$ cat src/verilog/lcd_ahb_pkg.sv
// shared types and constants for the LCD AHB-Lite register file
// bus widths, transfer codes, slave FSM states and register word indices

package lcd_ahb_pkg;

   // ================================================
   // bus types
   // ================================================

   // byte address on the AHB bus
   typedef logic [31:0] ahb_addr_t;

   // data word, also the width of every register
   typedef logic [31:0] ahb_data_t;

   // HTRANS encoding
   typedef logic [1:0] htrans_t;

   localparam htrans_t HTRANS_IDLE   = 2'b00;
   localparam htrans_t HTRANS_BUSY   = 2'b01;
   localparam htrans_t HTRANS_NONSEQ = 2'b10;
   localparam htrans_t HTRANS_SEQ    = 2'b11;

   // ================================================
   // slave FSM
   // ================================================

   // idle -> address phase -> write or read data phase
   typedef enum logic [1:0] {
      ST_IDLE  = 2'b00,
      ST_ADDR  = 2'b01,
      ST_WRITE = 2'b10,
      ST_READ  = 2'b11
   } slave_state_t;

   // ================================================
   // register map
   // ================================================

   // word index inside a block, address bits 5:2
   typedef logic [3:0] reg_index_t;

   // timing block
   localparam reg_index_t LCD_TIMH_IDX   = 4'd0;
   localparam reg_index_t LCD_TIMV_IDX   = 4'd1;
   localparam reg_index_t LCD_POL_IDX    = 4'd2;
   localparam reg_index_t LCD_LE_IDX     = 4'd3;
   localparam reg_index_t LCD_UPBASE_IDX = 4'd4;
   localparam reg_index_t LCD_LPBASE_IDX = 4'd5;
   localparam reg_index_t LCD_CTRL_IDX   = 4'd6;

   // cursor block
   localparam reg_index_t CRSR_CTRL_IDX = 4'd0;
   localparam reg_index_t CRSR_CFG_IDX  = 4'd1;
   localparam reg_index_t CRSR_PAL0_IDX = 4'd2;
   localparam reg_index_t CRSR_PAL1_IDX = 4'd3;
   localparam reg_index_t CRSR_XY_IDX   = 4'd4;
   localparam reg_index_t CRSR_CLIP_IDX = 4'd5;

   // block select in address bits 11:10
   localparam logic [1:0] LCD_BLOCK_SEL  = 2'd0;
   localparam logic [1:0] CRSR_BLOCK_SEL = 2'd3;

endpackage
$ cat src/verilog/lcd_ahb_regs.sv
// top level of the LCD AHB-Lite register file
// slave controller plus timing and cursor register blocks

`timescale 1ns/100ps

module lcd_ahb_regs #(
   parameter lcd_ahb_pkg::ahb_addr_t LCD_BASE = 32'hFFE1_0000
) (
   input  logic                   HCLK,
   input  logic                   HRESET,
   input  logic                   HSEL,
   input  logic                   HWRITE,
   input  lcd_ahb_pkg::ahb_addr_t HADDR,
   input  lcd_ahb_pkg::htrans_t   HTRANS,
   input  lcd_ahb_pkg::ahb_data_t HWDATA,
   output lcd_ahb_pkg::ahb_data_t HRDATA,
   output logic                   HREADY,
   // register outputs to the display logic
   output lcd_ahb_pkg::ahb_data_t lcd_timh,
   output lcd_ahb_pkg::ahb_data_t lcd_timv,
   output lcd_ahb_pkg::ahb_data_t lcd_pol,
   output lcd_ahb_pkg::ahb_data_t lcd_le,
   output lcd_ahb_pkg::ahb_data_t lcd_upbase,
   output lcd_ahb_pkg::ahb_data_t lcd_lpbase,
   output lcd_ahb_pkg::ahb_data_t lcd_ctrl,
   output lcd_ahb_pkg::ahb_data_t crsr_ctrl,
   output lcd_ahb_pkg::ahb_data_t crsr_cfg,
   output lcd_ahb_pkg::ahb_data_t crsr_pal0,
   output lcd_ahb_pkg::ahb_data_t crsr_pal1,
   output lcd_ahb_pkg::ahb_data_t crsr_xy,
   output lcd_ahb_pkg::ahb_data_t crsr_clip
);

   lcd_ahb_pkg::reg_index_t reg_index;
   lcd_ahb_pkg::ahb_data_t  lcd_rdata;
   lcd_ahb_pkg::ahb_data_t  crsr_rdata;
   logic                    lcd_wr_en;
   logic                    crsr_wr_en;

   // bus side, owns the page and block decode
   ahb_slave_ctrl #(
      .LCD_BASE (LCD_BASE)
   ) i_ahb_slave_ctrl (
      .HCLK       (HCLK),
      .HRESET     (HRESET),
      .HSEL       (HSEL),
      .HWRITE     (HWRITE),
      .HADDR      (HADDR),
      .HTRANS     (HTRANS),
      .lcd_rdata  (lcd_rdata),
      .crsr_rdata (crsr_rdata),
      .HRDATA     (HRDATA),
      .HREADY     (HREADY),
      .reg_index  (reg_index),
      .lcd_wr_en  (lcd_wr_en),
      .crsr_wr_en (crsr_wr_en)
   );

   lcd_timing_regs i_lcd_timing_regs (
      .HCLK       (HCLK),
      .HRESET     (HRESET),
      .lcd_wr_en  (lcd_wr_en),
      .reg_index  (reg_index),
      .HWDATA     (HWDATA),
      .lcd_rdata  (lcd_rdata),
      .lcd_timh   (lcd_timh),
      .lcd_timv   (lcd_timv),
      .lcd_pol    (lcd_pol),
      .lcd_le     (lcd_le),
      .lcd_upbase (lcd_upbase),
      .lcd_lpbase (lcd_lpbase),
      .lcd_ctrl   (lcd_ctrl)
   );

   lcd_cursor_regs i_lcd_cursor_regs (
      .HCLK       (HCLK),
      .HRESET     (HRESET),
      .crsr_wr_en (crsr_wr_en),
      .reg_index  (reg_index),
      .HWDATA     (HWDATA),
      .crsr_rdata (crsr_rdata),
      .crsr_ctrl  (crsr_ctrl),
      .crsr_cfg   (crsr_cfg),
      .crsr_pal0  (crsr_pal0),
      .crsr_pal1  (crsr_pal1),
      .crsr_xy    (crsr_xy),
      .crsr_clip  (crsr_clip)
   );

endmodule

$ cat src/verilog/lcd_cursor_regs.sv
// hardware cursor register block
// control, configuration, two palette entries, position and clip

`timescale 1ns/100ps

module lcd_cursor_regs (
   input  logic                    HCLK,
   input  logic                    HRESET,
   input  logic                    crsr_wr_en,
   input  lcd_ahb_pkg::reg_index_t reg_index,
   input  lcd_ahb_pkg::ahb_data_t  HWDATA,
   output lcd_ahb_pkg::ahb_data_t  crsr_rdata,
   output lcd_ahb_pkg::ahb_data_t  crsr_ctrl,
   output lcd_ahb_pkg::ahb_data_t  crsr_cfg,
   output lcd_ahb_pkg::ahb_data_t  crsr_pal0,
   output lcd_ahb_pkg::ahb_data_t  crsr_pal1,
   output lcd_ahb_pkg::ahb_data_t  crsr_xy,
   output lcd_ahb_pkg::ahb_data_t  crsr_clip
);

   // ================================================
   // register write
   // ================================================

   always_ff @(posedge HCLK or negedge HRESET) begin
      if (!HRESET) begin
         crsr_ctrl <= '0;
         crsr_cfg  <= '0;
         crsr_pal0 <= '0;
         crsr_pal1 <= '0;
         crsr_xy   <= '0;
         crsr_clip <= '0;
      end else if (crsr_wr_en) begin
         case (reg_index)
            lcd_ahb_pkg::CRSR_CTRL_IDX: crsr_ctrl <= HWDATA;
            lcd_ahb_pkg::CRSR_CFG_IDX:  crsr_cfg  <= HWDATA;
            lcd_ahb_pkg::CRSR_PAL0_IDX: crsr_pal0 <= HWDATA;
            lcd_ahb_pkg::CRSR_PAL1_IDX: crsr_pal1 <= HWDATA;
            lcd_ahb_pkg::CRSR_XY_IDX:   crsr_xy   <= HWDATA;
            lcd_ahb_pkg::CRSR_CLIP_IDX: crsr_clip <= HWDATA;
            // unmapped, 6 to 15
            default: begin
            end
         endcase
      end
   end

   // ================================================
   // read back
   // ================================================

   always_comb begin
      case (reg_index)
         lcd_ahb_pkg::CRSR_CTRL_IDX: crsr_rdata = crsr_ctrl;
         lcd_ahb_pkg::CRSR_CFG_IDX:  crsr_rdata = crsr_cfg;
         lcd_ahb_pkg::CRSR_PAL0_IDX: crsr_rdata = crsr_pal0;
         lcd_ahb_pkg::CRSR_PAL1_IDX: crsr_rdata = crsr_pal1;
         lcd_ahb_pkg::CRSR_XY_IDX:   crsr_rdata = crsr_xy;
         lcd_ahb_pkg::CRSR_CLIP_IDX: crsr_rdata = crsr_clip;
         default:                    crsr_rdata = '0;
      endcase
   end

   a_index_known: assert property (@(posedge HCLK) disable iff (!HRESET)
      crsr_wr_en |-> !$isunknown(reg_index));

endmodule

$ cat src/verilog/lcd_timing_regs.sv
// LCD timing and frame register block
// horizontal/vertical timing, polarity, line end, frame bases and control

`timescale 1ns/100ps

module lcd_timing_regs (
   input  logic                    HCLK,
   input  logic                    HRESET,
   input  logic                    lcd_wr_en,
   input  lcd_ahb_pkg::reg_index_t reg_index,
   input  lcd_ahb_pkg::ahb_data_t  HWDATA,
   output lcd_ahb_pkg::ahb_data_t  lcd_rdata,
   output lcd_ahb_pkg::ahb_data_t  lcd_timh,
   output lcd_ahb_pkg::ahb_data_t  lcd_timv,
   output lcd_ahb_pkg::ahb_data_t  lcd_pol,
   output lcd_ahb_pkg::ahb_data_t  lcd_le,
   output lcd_ahb_pkg::ahb_data_t  lcd_upbase,
   output lcd_ahb_pkg::ahb_data_t  lcd_lpbase,
   output lcd_ahb_pkg::ahb_data_t  lcd_ctrl
);

   // ================================================
   // register write
   // ================================================

   always_ff @(posedge HCLK or negedge HRESET) begin
      if (!HRESET) begin
         lcd_timh   <= '0;
         lcd_timv   <= '0;
         lcd_pol    <= '0;
         lcd_le     <= '0;
         lcd_upbase <= '0;
         lcd_lpbase <= '0;
         lcd_ctrl   <= '0;
      end else if (lcd_wr_en) begin
         case (reg_index)
            lcd_ahb_pkg::LCD_TIMH_IDX:   lcd_timh   <= HWDATA;
            lcd_ahb_pkg::LCD_TIMV_IDX:   lcd_timv   <= HWDATA;
            lcd_ahb_pkg::LCD_POL_IDX:    lcd_pol    <= HWDATA;
            lcd_ahb_pkg::LCD_LE_IDX:     lcd_le     <= HWDATA;
            lcd_ahb_pkg::LCD_UPBASE_IDX: lcd_upbase <= HWDATA;
            lcd_ahb_pkg::LCD_LPBASE_IDX: lcd_lpbase <= HWDATA;
            lcd_ahb_pkg::LCD_CTRL_IDX:   lcd_ctrl   <= HWDATA;
            // indices 7 to 15 are not mapped, write is dropped
            default: begin
            end
         endcase
      end
   end

   // ================================================
   // read back
   // ================================================

   always_comb begin
      case (reg_index)
         lcd_ahb_pkg::LCD_TIMH_IDX:   lcd_rdata = lcd_timh;
         lcd_ahb_pkg::LCD_TIMV_IDX:   lcd_rdata = lcd_timv;
         lcd_ahb_pkg::LCD_POL_IDX:    lcd_rdata = lcd_pol;
         lcd_ahb_pkg::LCD_LE_IDX:     lcd_rdata = lcd_le;
         lcd_ahb_pkg::LCD_UPBASE_IDX: lcd_rdata = lcd_upbase;
         lcd_ahb_pkg::LCD_LPBASE_IDX: lcd_rdata = lcd_lpbase;
         lcd_ahb_pkg::LCD_CTRL_IDX:   lcd_rdata = lcd_ctrl;
         default:                     lcd_rdata = '0;
      endcase
   end

   // index must be resolved whenever the controller strobes a write
   a_index_known: assert property (@(posedge HCLK) disable iff (!HRESET)
      lcd_wr_en |-> !$isunknown(reg_index));

endmodule

$ cat src/verilog/ahb_slave_ctrl.sv
// AHB-Lite slave controller for the LCD register page
// four-state slave FSM, address capture, block decode, read-data select

`timescale 1ns/100ps

module ahb_slave_ctrl #(
   parameter lcd_ahb_pkg::ahb_addr_t LCD_BASE = 32'hFFE1_0000
) (
   input  logic                    HCLK,
   input  logic                    HRESET,
   input  logic                    HSEL,
   input  logic                    HWRITE,
   input  lcd_ahb_pkg::ahb_addr_t  HADDR,
   input  lcd_ahb_pkg::htrans_t    HTRANS,
   input  lcd_ahb_pkg::ahb_data_t  lcd_rdata,
   input  lcd_ahb_pkg::ahb_data_t  crsr_rdata,
   output lcd_ahb_pkg::ahb_data_t  HRDATA,
   output logic                    HREADY,
   output lcd_ahb_pkg::reg_index_t reg_index,
   output logic                    lcd_wr_en,
   output logic                    crsr_wr_en
);

   lcd_ahb_pkg::slave_state_t state_q;
   lcd_ahb_pkg::slave_state_t state_nxt;
   lcd_ahb_pkg::ahb_addr_t    addr_q;
   logic                      addr_load;
   logic                      in_data_phase;
   logic                      page_hit;
   logic [1:0]                blk_sel;

   // ================================================
   // slave FSM
   // ================================================

   always_ff @(posedge HCLK or negedge HRESET) begin
      if (!HRESET) begin
         state_q <= lcd_ahb_pkg::ST_IDLE;
      end else begin
         state_q <= state_nxt;
      end
   end

   always_comb begin
      state_nxt = lcd_ahb_pkg::ST_IDLE;
      case (state_q)
         lcd_ahb_pkg::ST_IDLE: begin
            if (HSEL) begin
               state_nxt = lcd_ahb_pkg::ST_ADDR;
            end
         end
         // first transfer accepts NONSEQ or SEQ
         lcd_ahb_pkg::ST_ADDR: begin
            if (HSEL && HTRANS[1]) begin
               state_nxt = HWRITE ? lcd_ahb_pkg::ST_WRITE : lcd_ahb_pkg::ST_READ;
            end
         end
         // only NONSEQ keeps the chain going and SEQ or BUSY drops back to idle
         lcd_ahb_pkg::ST_WRITE, lcd_ahb_pkg::ST_READ: begin
            if (HSEL && (HTRANS == lcd_ahb_pkg::HTRANS_NONSEQ)) begin
               state_nxt = HWRITE ? lcd_ahb_pkg::ST_WRITE : lcd_ahb_pkg::ST_READ;
            end
         end
         default: begin
            state_nxt = lcd_ahb_pkg::ST_IDLE;
         end
      endcase
   end

   // not ready while idle and one cycle in every other state
   assign HREADY = (state_q != lcd_ahb_pkg::ST_IDLE);

   // ================================================
   // address capture and decode
   // ================================================

   assign in_data_phase = (state_q == lcd_ahb_pkg::ST_WRITE) ||
                          (state_q == lcd_ahb_pkg::ST_READ);

   // next address overlaps the current data phase
   assign addr_load = (state_q == lcd_ahb_pkg::ST_ADDR) ||
                      (in_data_phase && (HTRANS == lcd_ahb_pkg::HTRANS_NONSEQ));

   always_ff @(posedge HCLK or negedge HRESET) begin
      if (!HRESET) begin
         addr_q <= '0;
      end else if (addr_load) begin
         addr_q <= HADDR;
      end
   end

   // 4 KB page compare ignores the low 12 bits of the base
   assign page_hit  = (addr_q[31:12] == LCD_BASE[31:12]);
   assign blk_sel   = addr_q[11:10];
   assign reg_index = addr_q[5:2];

   assign lcd_wr_en  = (state_q == lcd_ahb_pkg::ST_WRITE) && page_hit &&
                       (blk_sel == lcd_ahb_pkg::LCD_BLOCK_SEL);
   assign crsr_wr_en = (state_q == lcd_ahb_pkg::ST_WRITE) && page_hit &&
                       (blk_sel == lcd_ahb_pkg::CRSR_BLOCK_SEL);

   // read data only in the read data phase and zero in all others
   always_comb begin
      HRDATA = '0;
      if ((state_q == lcd_ahb_pkg::ST_READ) && page_hit) begin
         if (blk_sel == lcd_ahb_pkg::LCD_BLOCK_SEL) begin
            HRDATA = lcd_rdata;
         end else if (blk_sel == lcd_ahb_pkg::CRSR_BLOCK_SEL) begin
            HRDATA = crsr_rdata;
         end
      end
   end

   // ================================================
   // checks
   // ================================================

   // a strobe follows a write transfer and picks exactly one block
   a_one_strobe: assert property (@(posedge HCLK) disable iff (!HRESET)
      (lcd_wr_en || crsr_wr_en) |-> ($past(HWRITE) && (lcd_wr_en != crsr_wr_en)));

   // deselect returns the slave to idle and drops HREADY
   a_idle_not_ready: assert property (@(posedge HCLK) disable iff (!HRESET)
      !$past(HSEL) |-> !HREADY);

endmodule

$ cat config.mk
export PLATFORM = sky130hd
export DESIGN_NAME = lcd_ahb_regs
export DESIGN_NICKNAME = d
export VERILOG_FILES = /design/src/verilog/lcd_ahb_pkg.sv /design/src/verilog/lcd_ahb_regs.sv /design/src/verilog/lcd_cursor_regs.sv /design/src/verilog/lcd_timing_regs.sv /design/src/verilog/ahb_slave_ctrl.sv
export SDC_FILE = /design/constraint.sdc
export NUM_CORES = 1
export LEC_CHECK = 0
export BUFFER_PORTS_ARGS = -buffer_cell sky130_fd_sc_hd__buf_2
export CAP_MARGIN = 20
export CORE_ASPECT_RATIO = 1.75
export CORE_MARGIN = 4
export CORE_UTILIZATION = 45
export CTS_BUF_LIST = sky130_fd_sc_hd__clkbuf_4
export CTS_CLUSTER_SIZE = 16
export DETAILED_ROUTE_END_ITERATION = 16
export PLACE_DENSITY = 0.68
export SETUP_SLACK_MARGIN = 0.05
export SYNTH_ARGS = -nofsm -noshare
export SYNTH_HDL_FRONTEND = slang
export SYNTH_SLANG_ARGS = --single-unit
$ cat constraint.sdc
create_clock -name HCLK -period 4.4 [get_ports HCLK]
set_clock_uncertainty 0.15 [all_clocks]
set_input_delay 0.22 -clock HCLK [delete_from_list [all_inputs] [get_ports HCLK]]
set_output_delay 0.22 -clock HCLK [all_outputs]
set_load 0.01 [all_outputs]
==> out/qor.yml <==
status:
  outcome: "finished clean"
routing:
  drc: 0
  wl_per_cell_um: 30.67
  viasPerCell: 6.074
  first_pass_iters: 6
  ant_nets: 0
  wirelength_um: 85950
  drtIter0Drc: 1548
  num_vias: 17020
worst_hold_path:
  hold_path.class: "input pin to flop"
  min-delay-start: "HADDR[19]"
  min_to: "i_ahb_slave_ctrl.addr_q[19]"
  hold_path_depth: 3
timing:
  fmax_mhz: 235.4
  setup_viol: 0
  hold_viol: 0
  rsz0062_at_grt: "false"
  min_period_ns: 4.248
  report.final.slew_viol_count: 0
  holdWs_ns: 0.06163
  fin_setup_tns_ns: 0
  maxSlewHeadroom_pct: 29.92
  period_share_pct: 96.53
  worst_pin_slew_ns: 1.029
clock_tree:
  clkTransAtPathRegs_ns: 0.07
  insertion_delay_ns: 0.80
  cts_buffer_depth: 3
  root_buffer: "clkbuf_4"
  clock-sinks: 444
  numCtsBuffers: 104
  cts_tree: "done"
  cts_htree_levels: 3
critical_path:
  r2r_end: "i_lcd_timing_regs.lcd_upbase[15]"
  reg2reg_slack_ns: 0.83
  cp-end-kind: "primary output"
  crit_fanout: 15
  cp.arrival_ns: 3.88
  reg2reg_from: "i_ahb_slave_ctrl.addr_q[4]"
  cp.required_ns: 4.03
  worstSetupPathType: "flop to primary output"
  reg2reg_depth: 4
  start_kind: "flop"
logic_synthesis:
  syn_area_per_cell_um2: 13.28
  ys_ff_latch: 444
  ys_warn_count: 0
  syn_nets: 1586
  netlist_top_cells_count: "444 x dfrtp_1, 418 x mux2_2, 112 x clkbuf_1, 91 x a22oi_1, 57 x mux2i_1"
  synth.area.top_cells: "dfrtp_1 55%, mux2_2 23%, a22oi_1 3.4%"
  async_reset_ff_share_pct: 100.0
  synth_top_cell_area_share_pct: 55.20
  synth_cells: 1516
  ys_seq_area_share_pct: 55.20
  synth.distinct_cells: 61
  yosysMostFrequentCell: "dfrtp_1"
  synth_enable_flop_cells: 0
  netlist_area_um2: 20130
  ys.flop_type: "dfrtp_1"
  yosys.area.top_type: "dfrtp_1"
cells_and_area:
  nFillCells: 3731
  syn_to_final_growth_pct: 28.00
  regArea_um2: 11120
  multi_input_area_um2: 8638
  nets: 2217
  drive_above_1_share_pct: 54.04
global_route:
  grt_start_max_net_pins: 108
  grt_pass1_wl_um: 122600
  grt_pass1_vias: 17830
  grt_overflow: 0
  grt_antenna_before_repair: 2
  track_usage_pct: 34.66
placement:
  place.gp.congestion: 0.8608
  port_buffers: 512
  hpwlAfterDp_um: 57820
die:
  start_util_pct: 45.45
  die_h_um: 287.8
  io_pins: 519
  core_region_area_um2: 44290
  dieArea_um2: 48310
  num_rows: 102
  die_w_um: 167.9
power:
  p_leak_nw: 11.87
  powerDensity_nw_per_um2: 398.5
  ir_worst_vdd_mv: 0.2647
job:
  maxCapViolCount: 0
## kinds of logic after synthesis
| group | after synthesis | synth area share, % |
|---|---|---|
| mux | 505 | 28.18 |
| flops | 444 | 55.20 |
| compound gates | 272 | 9.846 |
| simple gates | 153 | 4.009 |
| buf+inv | 142 | 2.772 |
## area by class of cell
class / instances / share of cell area, %
Antenna cell: 2 / 0.01943
Clock buffer: 147 / 4.283
Clock inverter: 40 / 0.6556
Inverter: 3 / 0.04371
Multi-Input combinational cell: 930 / 33.53
Sequential cell: 444 / 43.16
Tap cell: 572 / 2.778
Timing Repair Buffer: 664 / 15.53
## repair_timing
| action | in CTS | in global routing |
|---|---|---|
| hold buffers | 83 | 0 |
| setup buffers | 3 | 0 |
| endpoints found under the hold margin | 614 | 0 |
| endpoints found under the setup margin | 14 | 2 |
| gates cloned | 0 | 0 |
| gates resized for setup | 2 | 1 |
## critical path: stages, from the launching register on
cell and delay (ns):
dfrtp_1 0.40, or4b_1 0.52, or4_4 0.56, or2_1 0.26, buf_4 0.24, or2_4 0.43
nor3_1 0.44, buf_2 0.21
## worst max-delay path by stage
stage / from / endpoint / slack (ns) / depth (start not counted)
floorplan: i_ahb_slave_ctrl.addr_q[15] / HRDATA[10] / 1.59 / 7
CTS: i_ahb_slave_ctrl.addr_q[3] / HRDATA[17] / 0.06 / 8
global placement: i_ahb_slave_ctrl.addr_q[15] / HRDATA[14] / 0.71 / 7
detailed placement: i_ahb_slave_ctrl.addr_q[15] / HRDATA[14] / 0.72 / 7
global route: i_ahb_slave_ctrl.addr_q[3] / HRDATA[29] / 0.05 / 7
finish: i_ahb_slave_ctrl.addr_q[15] / HRDATA[14] / 0.15 / 7
## metrics by stage
stage	area, um^2	instances	worst slack, ns	total power, W	util (%)
2_1_floorplan	20130	1516	1.586	0.005783	-
3_3_place_gp	23610	2527	0.7077	0.006932	53.32
3_5_place_dp	23610	2527	0.7188	0.006975	53.32
4_1_cts	25760	2800	0.05510	0.01027	58.17
5_1_grt	25760	2802	0.05217	0.01067	58.18
6_report	25760	2802	0.1525	0.01027	58.18
## routing by layer
layer / track usage, % / share of wire (%) / vias up / routed length [um]
li1: - / - / 7018 / -
met2: 58.50 / 50 / 1035 / 42810
met4: 20.75 / 6.9 / 0 / 5932
met5: 0 / 0 / - / 0
met3: 7.790 / 7.8 / 301 / 6682
met1: 40.15 / 36 / 8665 / 30520
## where the power goes
group          total (W)  switching [W]  internal [W]
Clock            0.00325        0.00170       0.00154
Sequential       0.00463       0.000302       0.00432
Combinational    0.00239        0.00152      0.000876
Total             0.0103        0.00352       0.00674
## cells in the final DEF (no fill, tap or decap), types with 5 or more instances in the layout
cell type	netlist	routed
buf_2	8	511
dfrtp_1	444	440
mux2_2	418	418
clkbuf_4	0	147
a22oi_1	91	91
dlygate4sd3_1	0	82
buf_4	0	64
mux2i_1	57	56
nor2_1	53	47
clkinv_1	0	33
a21oi_1	31	31
o21ai_0	28	28
mux2_1	25	25
o22ai_1	24	24
nand2_1	17	16
nor3_1	17	16
a22o_1	13	13
a2111oi_0	12	12
a221oi_1	12	12
a211oi_1	12	11
o32ai_1	11	11
nand3_2	0	9
nand3_1	17	6
mux4_2	5	5
nand2b_1	5	5
nor2_2	1	5
buf_12	0	5
Power figures use the tool's default switching activity.
